===== config.mk =====
export PLATFORM = sky130hd
export DESIGN_NAME = cacheTop
export DESIGN_NICKNAME = d
export VERILOG_FILES = /design/src/cachePkg.sv /design/src/burstCounter.sv /design/src/lineBuffer.sv /design/src/memCtrlFsm.sv /design/src/iCache.sv /design/src/dCache.sv /design/src/cacheTop.sv
export SDC_FILE = /design/constraint.sdc
export NUM_CORES = 2
export LEC_CHECK = 0
export BUFFER_PORTS_ARGS = -buffer_cell sky130_fd_sc_hd__buf_4
export CORE_ASPECT_RATIO = 1.1
export CORE_MARGIN = 2
export CORE_UTILIZATION = 51
export CTS_CLUSTER_DIAMETER = 120
export DETAILED_ROUTE_END_ITERATION = 7
export PLACE_DENSITY = 0.66
export SETUP_SLACK_MARGIN = 0.1
export SLEW_MARGIN = 20
export SYNTH_ARGS = -nofsm -noshare
export SYNTH_HDL_FRONTEND = slang
export SYNTH_SLANG_ARGS = --single-unit
export TNS_END_PERCENT = 20

===== constraint.sdc =====
create_clock -name clkIn -period 47.6 [get_ports clkIn]
set_input_delay 4.76 -clock clkIn [delete_from_list [all_inputs] [get_ports clkIn]]
set_output_delay 4.76 -clock clkIn [all_outputs]
set_load 0.005 [all_outputs]

===== src/cachePkg.sv =====
package cachePkg;

  typedef logic [31:0] addrT;   // byte address
  typedef logic [31:0] wordT;
  typedef logic [7:0]  byteT;   // one RAM location
  typedef logic [1:0]  accessT; // access size of a data request

  localparam accessT ACC_NONE = 2'b00; // no request
  localparam accessT ACC_BYTE = 2'b01;
  localparam accessT ACC_HALF = 2'b10;
  localparam accessT ACC_WORD = 2'b11;

  // block transfer request from a cache to the memory controller
  typedef struct packed {
    logic request;
    logic write;     // 1 write-back, 0 refill
    addrT blockAddr; // low BLOCK_WIDTH bits zero
  } blockReqT;

  typedef enum logic [2:0] {
    MEM_IDLE,
    MEM_READ,  // issue refill addresses
    MEM_FILL,  // catch the last byte of a refill
    MEM_WRITE, // write-back, one byte per cycle
    MEM_DONE
  } memStateT;

  localparam int DEF_BLOCK_WIDTH  = 4;
  localparam int DEF_ICACHE_WIDTH = 2; // few lines so conflicts are easy to hit
  localparam int DEF_DCACHE_WIDTH = 2;

endpackage


===== src/burstCounter.sv =====
`timescale 1ns/1ps

module burstCounter #(
  parameter int BLOCK_WIDTH = cachePkg::DEF_BLOCK_WIDTH
) (
  input  logic                   clkIn,
  input  logic                   resetIn,
  input  logic                   countStart, // back to byte zero
  input  logic                   countEn,
  output logic [BLOCK_WIDTH-1:0] bytePos,
  output logic                   lastByte
);

  always_ff @(posedge clkIn) begin
    if (resetIn) begin
      bytePos <= '0;
    end else if (countStart) begin
      bytePos <= '0;
    end else if (countEn) begin
      bytePos <= bytePos + 1'b1; // wraps to zero after the last byte
    end
  end

  assign lastByte = &bytePos; // final byte of the block

endmodule


===== src/lineBuffer.sv =====
`timescale 1ns/1ps

module lineBuffer #(
  parameter  int BLOCK_WIDTH = cachePkg::DEF_BLOCK_WIDTH,
  localparam int BLOCK_BITS  = 8 << BLOCK_WIDTH
) (
  input  logic                   clkIn,
  input  logic                   loadBlock, // take the victim block whole
  input  logic [BLOCK_BITS-1:0]  wbData,
  input  logic                   shiftIn,   // memIn holds a refill byte
  input  logic [BLOCK_WIDTH-1:0] writePos,
  input  logic [BLOCK_WIDTH-1:0] readPos,
  input  cachePkg::byteT         memIn,
  output cachePkg::byteT         outByte,
  output logic [BLOCK_BITS-1:0]  fillData
);

  logic [BLOCK_BITS-1:0] block;

  always_ff @(posedge clkIn) begin
    if (loadBlock) begin
      block <= wbData;
    end else if (shiftIn) begin
      block[{writePos, 3'b000} +: 8] <= memIn; // writePos trails the address
    end
  end

  assign outByte  = block[{readPos, 3'b000} +: 8]; // write-back byte
  assign fillData = block;

endmodule


===== src/memCtrlFsm.sv =====
`timescale 1ns/1ps

module memCtrlFsm #(
  parameter int BLOCK_WIDTH = cachePkg::DEF_BLOCK_WIDTH
) (
  input  logic                   clkIn,
  input  logic                   resetIn,
  input  cachePkg::blockReqT     iReq,
  input  cachePkg::blockReqT     dReq,
  input  logic [BLOCK_WIDTH-1:0] bytePos,
  input  logic                   lastByte,
  output logic                   countStart,
  output logic                   countEn,
  output logic                   loadBlock,
  output logic                   shiftIn,
  output logic [BLOCK_WIDTH-1:0] fillPos,
  output cachePkg::addrT         memAddr,
  output logic                   readWriteOut, // 1 = write
  output logic                   iDone,
  output logic                   dDone
);
  import cachePkg::*;

  memStateT                state;
  memStateT                nextState;
  blockReqT                grantReq;
  logic                    grant;
  logic                    ownerData; // dCache owns the transfer
  logic                    readLag;   // last cycle issued a refill address
  logic [31-BLOCK_WIDTH:0] blockTag;

  assign grantReq = dReq.request ? dReq : iReq; // data misses first
  assign grant    = (state == MEM_IDLE) && grantReq.request;

  always_comb begin
    nextState = state;
    case (state)
      MEM_IDLE: begin
        if (grantReq.request) begin
          nextState = grantReq.write ? MEM_WRITE : MEM_READ;
        end
      end
      MEM_READ: begin
        if (lastByte) begin
          nextState = MEM_FILL; // one more cycle for RAM latency
        end
      end
      MEM_FILL: begin
        nextState = MEM_DONE;
      end
      MEM_WRITE: begin
        if (lastByte) begin
          nextState = MEM_DONE;
        end
      end
      default: begin
        nextState = MEM_IDLE;
      end
    endcase
  end

  always_ff @(posedge clkIn) begin
    if (resetIn) begin
      state     <= MEM_IDLE;
      ownerData <= 1'b0;
      readLag   <= 1'b0;
    end else begin
      state   <= nextState;
      readLag <= (state == MEM_READ);
      if (grant) begin
        ownerData <= dReq.request;
      end
    end
  end

  always_ff @(posedge clkIn) begin
    fillPos <= bytePos; // byte arriving now was addressed last cycle
    if (grant) begin
      blockTag <= grantReq.blockAddr[31:BLOCK_WIDTH];
    end
  end

  assign countStart   = grant;
  assign countEn      = (state == MEM_READ) || (state == MEM_WRITE);
  assign loadBlock    = grant && grantReq.write;
  assign shiftIn      = readLag;
  assign memAddr      = {blockTag, bytePos};
  assign readWriteOut = (state == MEM_WRITE); // back to read once the burst ends
  assign iDone        = (state == MEM_DONE) && !ownerData;
  assign dDone        = (state == MEM_DONE) && ownerData;

endmodule


===== src/iCache.sv =====
`timescale 1ns/1ps

module iCache #(
  parameter  int BLOCK_WIDTH  = cachePkg::DEF_BLOCK_WIDTH,
  parameter  int ICACHE_WIDTH = cachePkg::DEF_ICACHE_WIDTH,
  localparam int BLOCK_BITS   = 8 << BLOCK_WIDTH
) (
  input  logic                  clkIn,
  input  logic                  resetIn,
  input  logic                  instrReq,
  input  cachePkg::addrT        instrAddrIn,
  input  logic                  iDone,
  input  logic [BLOCK_BITS-1:0] fillData,
  output cachePkg::blockReqT    iReq,
  output logic                  instrOutValid,
  output cachePkg::wordT        instrOut
);

  localparam int LINES     = 1 << ICACHE_WIDTH;
  localparam int TAG_WIDTH = 32 - BLOCK_WIDTH - ICACHE_WIDTH;

  logic [TAG_WIDTH-1:0]    tagArr  [LINES];
  logic [BLOCK_BITS-1:0]   dataArr [LINES];
  logic [LINES-1:0]        validArr;
  logic [TAG_WIDTH-1:0]    tag;
  logic [ICACHE_WIDTH-1:0] index;
  logic [BLOCK_WIDTH-3:0]  wordSel;
  logic                    hit;

  assign tag     = instrAddrIn[31 -: TAG_WIDTH];
  assign index   = instrAddrIn[BLOCK_WIDTH +: ICACHE_WIDTH];
  assign wordSel = instrAddrIn[BLOCK_WIDTH-1:2];
  assign hit     = validArr[index] && (tagArr[index] == tag);

  // refill request drops by itself once the line is written
  always_comb begin
    iReq.request   = instrReq && !hit;
    iReq.write     = 1'b0; // never dirty
    iReq.blockAddr = {instrAddrIn[31:BLOCK_WIDTH], {BLOCK_WIDTH{1'b0}}};
  end

  always_ff @(posedge clkIn) begin
    if (resetIn) begin
      validArr      <= '0;
      instrOutValid <= 1'b0;
    end else begin
      instrOutValid <= instrReq && hit && !instrOutValid; // one pulse per request
      if (iDone) begin
        validArr[index] <= 1'b1;
      end
    end
  end

  always_ff @(posedge clkIn) begin
    if (iDone) begin
      tagArr[index]  <= tag;
      dataArr[index] <= fillData;
    end
    if (instrReq && hit) begin
      instrOut <= dataArr[index][{wordSel, 5'b00000} +: 32];
    end
  end

endmodule


===== src/dCache.sv =====
`timescale 1ns/1ps

module dCache #(
  parameter  int BLOCK_WIDTH  = cachePkg::DEF_BLOCK_WIDTH,
  parameter  int DCACHE_WIDTH = cachePkg::DEF_DCACHE_WIDTH,
  localparam int BLOCK_BITS   = 8 << BLOCK_WIDTH
) (
  input  logic                  clkIn,
  input  logic                  resetIn,
  input  cachePkg::accessT      accessType,
  input  logic                  readWriteIn, // 1 = load
  input  cachePkg::addrT        dataAddrIn,
  input  cachePkg::wordT        dataIn,
  input  logic                  dDone,
  input  logic [BLOCK_BITS-1:0] fillData,
  output cachePkg::blockReqT    dReq,
  output logic [BLOCK_BITS-1:0] wbData,
  output logic                  dataOutValid,
  output cachePkg::wordT        dataOut,
  output logic                  dataWriteSuc
);
  import cachePkg::*;

  localparam int LINES     = 1 << DCACHE_WIDTH;
  localparam int TAG_WIDTH = 32 - BLOCK_WIDTH - DCACHE_WIDTH;

  logic [TAG_WIDTH-1:0]    tagArr  [LINES];
  logic [BLOCK_BITS-1:0]   dataArr [LINES];
  logic [LINES-1:0]        validArr;
  logic [LINES-1:0]        dirtyArr;
  logic [TAG_WIDTH-1:0]    tag;
  logic [DCACHE_WIDTH-1:0] index;
  logic [BLOCK_WIDTH+2:0]  bitOffset;
  logic                    active;
  logic                    hit;
  logic                    victimDirty;
  logic                    respond;
  logic                    doneHold; // keeps the request low after a done
  wordT                    sizeMask;
  wordT                    loadWord;
  logic [BLOCK_BITS-1:0]   curLine;
  logic [BLOCK_BITS-1:0]   lineShift;
  logic [BLOCK_BITS-1:0]   storeMask;
  logic [BLOCK_BITS-1:0]   mergedLine;

  assign tag         = dataAddrIn[31 -: TAG_WIDTH];
  assign index       = dataAddrIn[BLOCK_WIDTH +: DCACHE_WIDTH];
  assign bitOffset   = {dataAddrIn[BLOCK_WIDTH-1:0], 3'b000};
  assign active      = (accessType != ACC_NONE);
  assign curLine     = dataArr[index];
  assign hit         = validArr[index] && (tagArr[index] == tag);
  assign victimDirty = validArr[index] && dirtyArr[index] && !hit;
  assign respond     = active && hit && !dataOutValid && !dataWriteSuc;
  assign wbData      = curLine;

  // dirty victim goes out first, refill follows on the next request
  always_comb begin
    dReq.request = active && !hit && !doneHold;
    dReq.write   = victimDirty;
    if (victimDirty) begin
      dReq.blockAddr = {tagArr[index], index, {BLOCK_WIDTH{1'b0}}};
    end else begin
      dReq.blockAddr = {tag, index, {BLOCK_WIDTH{1'b0}}};
    end
  end

  always_comb begin
    case (accessType)
      ACC_BYTE: sizeMask = 32'h0000_00ff;
      ACC_HALF: sizeMask = 32'h0000_ffff;
      ACC_WORD: sizeMask = 32'hffff_ffff;
      default:  sizeMask = '0;
    endcase
  end

  assign lineShift  = curLine >> bitOffset;
  assign loadWord   = lineShift[31:0] & sizeMask; // zero-extended
  assign storeMask  = BLOCK_BITS'(sizeMask) << bitOffset;
  assign mergedLine = (curLine & ~storeMask) | (BLOCK_BITS'(dataIn & sizeMask) << bitOffset);

  always_ff @(posedge clkIn) begin
    if (resetIn) begin
      validArr     <= '0;
      dirtyArr     <= '0;
      dataOutValid <= 1'b0;
      dataWriteSuc <= 1'b0;
      doneHold     <= 1'b0;
    end else begin
      dataOutValid <= respond && readWriteIn;
      dataWriteSuc <= respond && !readWriteIn;
      doneHold     <= dDone;
      if (dDone) begin
        dirtyArr[index] <= 1'b0; // clean after write-back or refill
        if (!victimDirty) begin
          validArr[index] <= 1'b1;
        end
      end else if (respond && !readWriteIn) begin
        dirtyArr[index] <= 1'b1;
      end
    end
  end

  always_ff @(posedge clkIn) begin
    if (dDone && !victimDirty) begin
      tagArr[index]  <= tag;
      dataArr[index] <= fillData;
    end else if (respond && !readWriteIn) begin
      dataArr[index] <= mergedLine;
    end
    if (respond && readWriteIn) begin
      dataOut <= loadWord;
    end
  end

endmodule


===== src/cacheTop.sv =====
`timescale 1ns/1ps

module cacheTop #(
  parameter int BLOCK_WIDTH  = cachePkg::DEF_BLOCK_WIDTH,
  parameter int ICACHE_WIDTH = cachePkg::DEF_ICACHE_WIDTH,
  parameter int DCACHE_WIDTH = cachePkg::DEF_DCACHE_WIDTH
) (
  input  logic             clkIn,
  input  logic             resetIn,
  input  logic             instrReq,
  input  cachePkg::addrT   instrAddrIn,
  input  cachePkg::accessT accessType,
  input  logic             readWriteIn,  // 1 = read
  input  cachePkg::addrT   dataAddrIn,
  input  cachePkg::wordT   dataIn,
  input  cachePkg::byteT   memIn,
  output logic             readWriteOut, // 1 = write
  output cachePkg::addrT   memAddr,
  output cachePkg::byteT   memOut,
  output logic             instrOutValid,
  output cachePkg::wordT   instrOut,
  output logic             dataOutValid,
  output cachePkg::wordT   dataOut,
  output logic             dataWriteSuc
);
  import cachePkg::*;

  localparam int BLOCK_BITS = 8 << BLOCK_WIDTH;

  blockReqT               iReq;
  blockReqT               dReq;
  logic [BLOCK_BITS-1:0]  wbData;
  logic [BLOCK_BITS-1:0]  fillData;
  logic                   iDone;
  logic                   dDone;
  logic                   countStart;
  logic                   countEn;
  logic                   lastByte;
  logic                   loadBlock;
  logic                   shiftIn;
  logic [BLOCK_WIDTH-1:0] bytePos;
  logic [BLOCK_WIDTH-1:0] fillPos;

  iCache #(
    .BLOCK_WIDTH  (BLOCK_WIDTH),
    .ICACHE_WIDTH (ICACHE_WIDTH)
  ) i_iCache (
    .clkIn         (clkIn),
    .resetIn       (resetIn),
    .instrReq      (instrReq),
    .instrAddrIn   (instrAddrIn),
    .iDone         (iDone),
    .fillData      (fillData),
    .iReq          (iReq),
    .instrOutValid (instrOutValid),
    .instrOut      (instrOut)
  );

  dCache #(
    .BLOCK_WIDTH  (BLOCK_WIDTH),
    .DCACHE_WIDTH (DCACHE_WIDTH)
  ) i_dCache (
    .clkIn        (clkIn),
    .resetIn      (resetIn),
    .accessType   (accessType),
    .readWriteIn  (readWriteIn),
    .dataAddrIn   (dataAddrIn),
    .dataIn       (dataIn),
    .dDone        (dDone),
    .fillData     (fillData),
    .dReq         (dReq),
    .wbData       (wbData),
    .dataOutValid (dataOutValid),
    .dataOut      (dataOut),
    .dataWriteSuc (dataWriteSuc)
  );

  memCtrlFsm #(
    .BLOCK_WIDTH (BLOCK_WIDTH)
  ) i_memCtrlFsm (
    .clkIn        (clkIn),
    .resetIn      (resetIn),
    .iReq         (iReq),
    .dReq         (dReq),
    .bytePos      (bytePos),
    .lastByte     (lastByte),
    .countStart   (countStart),
    .countEn      (countEn),
    .loadBlock    (loadBlock),
    .shiftIn      (shiftIn),
    .fillPos      (fillPos),
    .memAddr      (memAddr),
    .readWriteOut (readWriteOut),
    .iDone        (iDone),
    .dDone        (dDone)
  );

  burstCounter #(
    .BLOCK_WIDTH (BLOCK_WIDTH)
  ) i_burstCounter (
    .clkIn      (clkIn),
    .resetIn    (resetIn),
    .countStart (countStart),
    .countEn    (countEn),
    .bytePos    (bytePos),
    .lastByte   (lastByte)
  );

  lineBuffer #(
    .BLOCK_WIDTH (BLOCK_WIDTH)
  ) i_lineBuffer (
    .clkIn     (clkIn),
    .loadBlock (loadBlock),
    .wbData    (wbData),
    .shiftIn   (shiftIn),
    .writePos  (fillPos),
    .readPos   (bytePos), // write-back byte follows the address
    .memIn     (memIn),
    .outByte   (memOut),
    .fillData  (fillData)
  );

endmodule


=== Word level (Yosys, flattened, before mapping) ===
Memory sizes are Yosys's and may differ from the RTL's.
Index checks and enable logic that the tools add are counted.

* Bits in writable memories: 1232
* Output and inout port bits: 108
* Memories kept: 4
* Word-level logic and storage cells: 127
* Input port bits: 110
* Bits in registers: 249

{| class="wikitable"
|+ Memory list
! memory !! depth !! bits a word !! rd ports !! clocked after memory_dff !! wr ports !! line !! RTL
|-
| i_dCache.dataArr || 4 || 128 || 1 || 0 || 1 || dCache.sv:28 || <nowiki>logic [BLOCK_BITS-1:0] dataArr [LINES];</nowiki>
|-
| i_iCache.dataArr || 4 || 128 || 1 || 0 || 1 || iCache.sv:23 || <nowiki>logic [BLOCK_BITS-1:0] dataArr [LINES];</nowiki>
|-
| i_dCache.tagArr || 4 || 26 || 1 || 0 || 1 || dCache.sv:27 || <nowiki>logic [TAG_WIDTH-1:0] tagArr [LINES];</nowiki>
|-
| i_iCache.tagArr || 4 || 26 || 1 || 0 || 1 || iCache.sv:22 || <nowiki>logic [TAG_WIDTH-1:0] tagArr [LINES];</nowiki>
|}

* Eq/ne operators: 12
* Bitwise gates (word level): 12
* Magnitude comparators: 4
* Shift operators: 7
* Reduce and logical (&&, ||, !) cells: 39
* Muxes and demuxes: 31
* Add/sub/neg operators: 2

{| class="wikitable"
|+ Operators by type and width
! kind !! count
|-
| 128-bit two-way mux || 3
|-
| 128-bit bitwise AND || 1
|-
| 128-bit bitwise mux || 1
|-
| 128-bit inverter || 1
|-
| 128-bit bitwise OR || 1
|-
| 8-bit by 9-bit variable shift with 128-bit output, first input constant || 1
|-
| 128-bit by 8-bit indexed part select with 32-bit output || 1
|-
| 128-bit by 8-bit indexed part select with 8-bit output || 1
|-
| 8-bit by 9-bit indexed part select with 128-bit output || 1
|-
| 128-bit by 7-bit left shift with 128-bit output || 1
|-
| 32-bit by 7-bit left shift with 128-bit output || 1
|-
| 128-bit by 7-bit right shift with 32-bit output || 1
|-
| 32-bit one-hot mux with 3 select lines || 1
|-
| 32-bit bitwise AND || 2
|-
| 26-bit == test || 2
|-
| 34-bit two-way mux || 1
|-
| 32-bit two-way mux || 1
|-
| 1-bit logical AND || 21
|-
| 1-bit two-way mux || 12
|-
| 4-bit bitwise OR || 3
|-
| 3-bit one-hot mux with 4 select lines || 1
|-
| 1-bit zero test || 9
|-
| 3-bit two-way mux || 3
|-
| 7-bit negator with 9-bit output || 1
|-
| other kinds (24) || 36
|}

=== Depth between registers and ports, before layout ===
* Depth after elaboration: 11
* Gate-level depth with buffers: 12

=== Modules after synthesis ===
A second synthesis with hierarchy kept.

* Cell total of the unflattened synthesis: 3584
* Area, all modules: 65502.8 µm²

{| class="wikitable"
|+ By module, submodules not included
! module !! area an instance (µm²) !! cells each !! times used
|-
| dCache || 32264.7 || 1964 || 1
|-
| iCache || 24870.1 || 1018 || 1
|-
| lineBuffer || 6646.4 || 486 || 1
|-
| memCtrlFsm || 1537.7 || 98 || 1
|-
| burstCounter || 183.9 || 18 || 1
|}

=== Worst setup path before layout ===
No wires, ideal clock.

* Path kind: input to register
* Start point: input port instrAddrIn[5]
* End point: memory i_iCache.dataArr[2][0] (netlist bit), enable pin
* Data required time: 46497 ps
* Setup time: 1103 ps
* Buffers on the path: 6
* Arrival time: 22243 ps
* Cell stages on the path: 7
* Slack: 24253 ps
* Cells stage by stage: clkbuf_1 -> buf_2 -> buf_2 -> clkbuf_1 -> clkbuf_1 -> clkbuf_1 -> nor4b_1

{| class="wikitable"
|+ RTL lines
! item !! line !! RTL
|-
| start, declared || cacheTop.sv:11 || <nowiki>input cachePkg::addrT instrAddrIn,</nowiki>
|-
| end, declared || iCache.sv:23 ||
|}

Straight into the memory's write port.

=== Worst setup path after layout ===
* Start point: input port dataAddrIn[4]
* End point: memory i_dCache.dataArr[0][45] (netlist bit), data pin

* Cells in the longest elaborated chain, start to end: 11

{| class="wikitable"
|+ RTL lines
! item !! line !! RTL
|-
| start, declared || cacheTop.sv:14 || <nowiki>input cachePkg::addrT dataAddrIn,</nowiki>
|-
| memory 4 x 26 bit or 1-bit binary-select mux with 2-bit select (tied branches) || n/a ||
|-
| 26-bit == test or 1-bit two-way mux (tied branches) || dCache.sv:51, dCache.sv:52 ||
|-
| 1-bit logical AND || dCache.sv:51 || <nowiki>assign hit = validArr[index] && (tagArr[index] == tag);</nowiki>
|-
| 1-bit logical AND (3 in series) || dCache.sv:53 || <nowiki>assign respond = active && hit && !dataOutValid && !dataWriteSuc;</nowiki>
|-
| 1-bit logical AND || dCache.sv:107 || <nowiki>end else if (respond && !readWriteIn) begin</nowiki>
|-
| 1-bit two-way mux || dCache.sv:107 ||
|-
| 1-bit two-way mux || dCache.sv:104 || <nowiki>if (dDone && !victimDirty) begin</nowiki>
|-
| 1-bit two-way mux (not written as such) || dCache.sv:108 || <nowiki>dataArr[index] <= mergedLine;</nowiki>
|-
| 128-bit two-way mux (no source line) * || n/a ||
|-
| end, declared || dCache.sv:28 ||
|}

Mark *: on every way between the ends. The rest lies on a longest branch, timed or not. The select of a mux whose other input is x is not followed.

==> out/metrics.cfg <==
[yosys]
synth_top_cell_by_area = edfxtp_1
ys.flop_type = edfxtp_1
synth_seq_cells = 1481
synth_mux_area_share_pct = 18.5
synth_simple_gate_area_share_pct = 4.44
syn_nets = 3851
synth_area_leaders = edfxtp_1 (67%), mux4_2 (14%), mux2_2 (3.2%)
syn_area_um2 = 64800
async_flop_share_pct = 0
synth_compound_gate_area_share_pct = 6.25
yosysTopAreaCellShare_pct = 67.3
ys_seq_area_share_pct = 68.2
synth_top_family_by_area = multiplexers
synth_edf_count = 1452
synth_cells = 3737
synth_area_per_cell_um2 = 17.3
synth-xor-area-share_pct = 0.676
synth_fa_ha_area_share_pct = 0.0927
yosysUniqueCellTypes = 68
ys_warn_count = 0

[critical_path]
r2r-start = i_dCache.tagArr[3][7]
rr_endpoint = i_dCache.dataArr[0][45]
critPathSlowestCell = nor2_4
crit_family = buffers and inverters
rr_worst_depth = 10
crit_chain = buf_8 -> mux4_2 -> xnor2_1 -> nand4_1 -> a2111oi_0 -> nand4_1 -> buf_4 -> nor2_4 -> buf_4 -> buf_4 -> mux2_2
cp_slowest_stage_delay_ps = 710
r2r_slack_ps = 42060
cp.required_ps = 48110
cp-end-kind = flip-flop
crit_path_start_kind = input pin
path_common_cell = buf_4
crit_fanout = 67
arrival_ps = 10370
crit_type = input pin to flip-flop
crit_buf_inv = 4

[power]
pwr-share-comb_pct = 6.7
p_leak_uw = 0.0243
power_switching_uw = 629
power_uw = 2800
p_int_uw = 2170
powerDensity_nw_per_um2 = 38.2
pwr-share-clk_pct = 42.1
pwr-share-seq_pct = 51.1
sw_frac_of_total_pct = 22.5
max-vdd-ir-drop_uv = 36.2

[cts]
cts_buffer_depth = 3
cts_sinks = 1481
tritoncts = built
clock-root-buffer = clkbuf_16
insertion_delay_ps = 800
cts-resized-gates = 0
clk_transition_reported_paths_ps = 60
ctsHoldBuffers = 0
cts_max_level = 4
cts_setup_buffers = 0
cts_buffers = 151

[timing]
finalSetupTns_ps = 0
rsz0062_at_grt = no
relSlewSlack_pct = 12.1
finalHoldViolations = 0
skew_ps = 32.4
period_minus_slack_ps = 9860
min_period_over_period_pct = 20.7
worstMarginPinSlew_ps = 1320
report.final.slew_viol_count = 0
finalWorstSetupSlack_ps = 37740
setup_viol = 0
max_freq_ghz = 0.101

[floorplan]
die-area_um2 = 130000
start_util_pct = 51.2
die_h_um = 378
std_cell_rows = 137
core_area_um2 = 127000
die_x_um = 344
ioPinCount = 218

[job]
cap_viol_max_count = 0

[routing]
ant_nets = 0
drt-total-wl_mm = 193
drt-initial-drc-count = 5601
first_pass_iters = 6
wl_per_cell_um = 33.8
num_vias = 38404
drcViolationCount = 0
vias_per_cell = 6.71

[run_status]
status = complete, no violations

[layout]
drive_gt1_share_pct = 28.0
nets = 4040
stdcell_count = 5722
area_growth_pct = 13.0

[global_route]
grt_util_all_layers_pct = 29.9
use_met1_pct = 41.7
first_global_vias = 37282
grt_start_max_net_pins = 143
grtUsageMet3_pct = 7.79
busiest_layer = met2
grt_pass1_wl_mm = 273
antenna_found_initial = 9
met2_usage_pct = 43.7
gr-total-overflow = 0

[min_path]
holdPathStages = 1
hold_class = flip-flop to flip-flop
hp-start = i_iCache.instrOutValid
min_to = i_iCache.instrOutValid

[placed_design]
numPlacedInstances = 5441
place_ws_ps = 36970
hpwlAfterDp_mm = 129
portBuffers = 215
place_congestion = 0.990

## power by group through the flow
stage | clock, uW | combinational, uW | sequential [uW]
after detailed placement | 0 | 185 | 1460
after CTS | 1200 | 186 | 1430
final | 1180 | 188 | 1430
after floorplan | 0 | 112 | 1460
after global placement | 0 | 184 | 1460
after global routing | 1240 | 197 | 1430
## Yosys cell counts (44+ instances only)
cell type	n
buf_1	55
a211oi_1	44
a22oi_1	58
o31ai_1	82
mux4_2	390
clkbuf_1	143
a22o_1	79
nor2_1	92
nand2_1	317
mux2i_1	114
mux2_2	186
nand3_1	143
edfxtp_1	1452
o21ai_0	180
## flip-flops by register name, summed over array words and instances, names as in the netlist, 28 cells and up, named ones only
| name | flops |
|---|---|
| i_dCache.tagArr | 104 |
| i_dCache.dataOut | 32 |
| i_iCache.tagArr | 104 |
| i_iCache.instrOut | 32 |
| i_lineBuffer.fillData | 128 |
| i_dCache.dataArr | 512 |
| i_memCtrlFsm.blockTag | 28 |
| i_iCache.dataArr | 512 |
## logic make-up after synthesis
group,after synthesis
buf+inv,281
simple gates,650
fa+ha+maj,5
mux,690
xor+xnor,50
flops,1481
compound gates,580
## layer usage
metal | vias to the layer above | routed length (um)
li1 | 15717 | -
met1 | 19789 | 73500
met2 | 2441 | 86600
met3 | 455 | 22200
met4 | 2 | 11000
met5 | - | 16
## cell usage in the layout, fill, tap and decap left out, drive strengths merged, types with 44 or more instances in the layout
cell type     n
a211oi       44
a22o         79
a22oi        58
buf         294
clkbuf      189
clkinv       55
edfxtp     1452
mux2        186
mux2i       114
mux4        390
nand2       317
nand3       143
nor2         92
o21ai       181
o31ai        82
## final cells by class
class / instances / area [um^2]
antenna: 5 / 12.5
clock buffer: 187 / 4020
clock inverter: 89 / 903
fill: 9623 / 53300
inverter: 21 / 78.8
multi-input combinational: 1975 / 19600
sequential: 1481 / 44200
tap: 1668 / 2090
timing repair buffer: 296 / 2340
## how the worst max path moves through the flow
stage,from,to,slack (ps),depth (start not counted)
global route,dataAddrIn[4],i_dCache.dataArr[0][45],37450,11
CTS,dataAddrIn[4],i_dCache.dataArr[0][45],37800,11
global placement,dataAddrIn[4],i_dCache.dataArr[3][45],37000,11
finish,dataAddrIn[4],i_dCache.dataArr[0][45],37740,11
floorplan,instrAddrIn[5],i_iCache.dataArr[2][0],24250,7
detailed placement,dataAddrIn[4],i_dCache.dataArr[0][45],36970,11
## metrics by stage
stage / hold slack, ps / area, um^2 / util (%)
after global routing: 464 / 73200 / 57.9
after detailed placement: 421 / 68300 / 54.0
final: 423 / 73200 / 57.9
after global placement: 411 / 68300 / 54.0
after floorplan: 366 / 64800 / -
after CTS: 430 / 73200 / 57.9
Note: power is estimated with default switching activity, not from simulation.
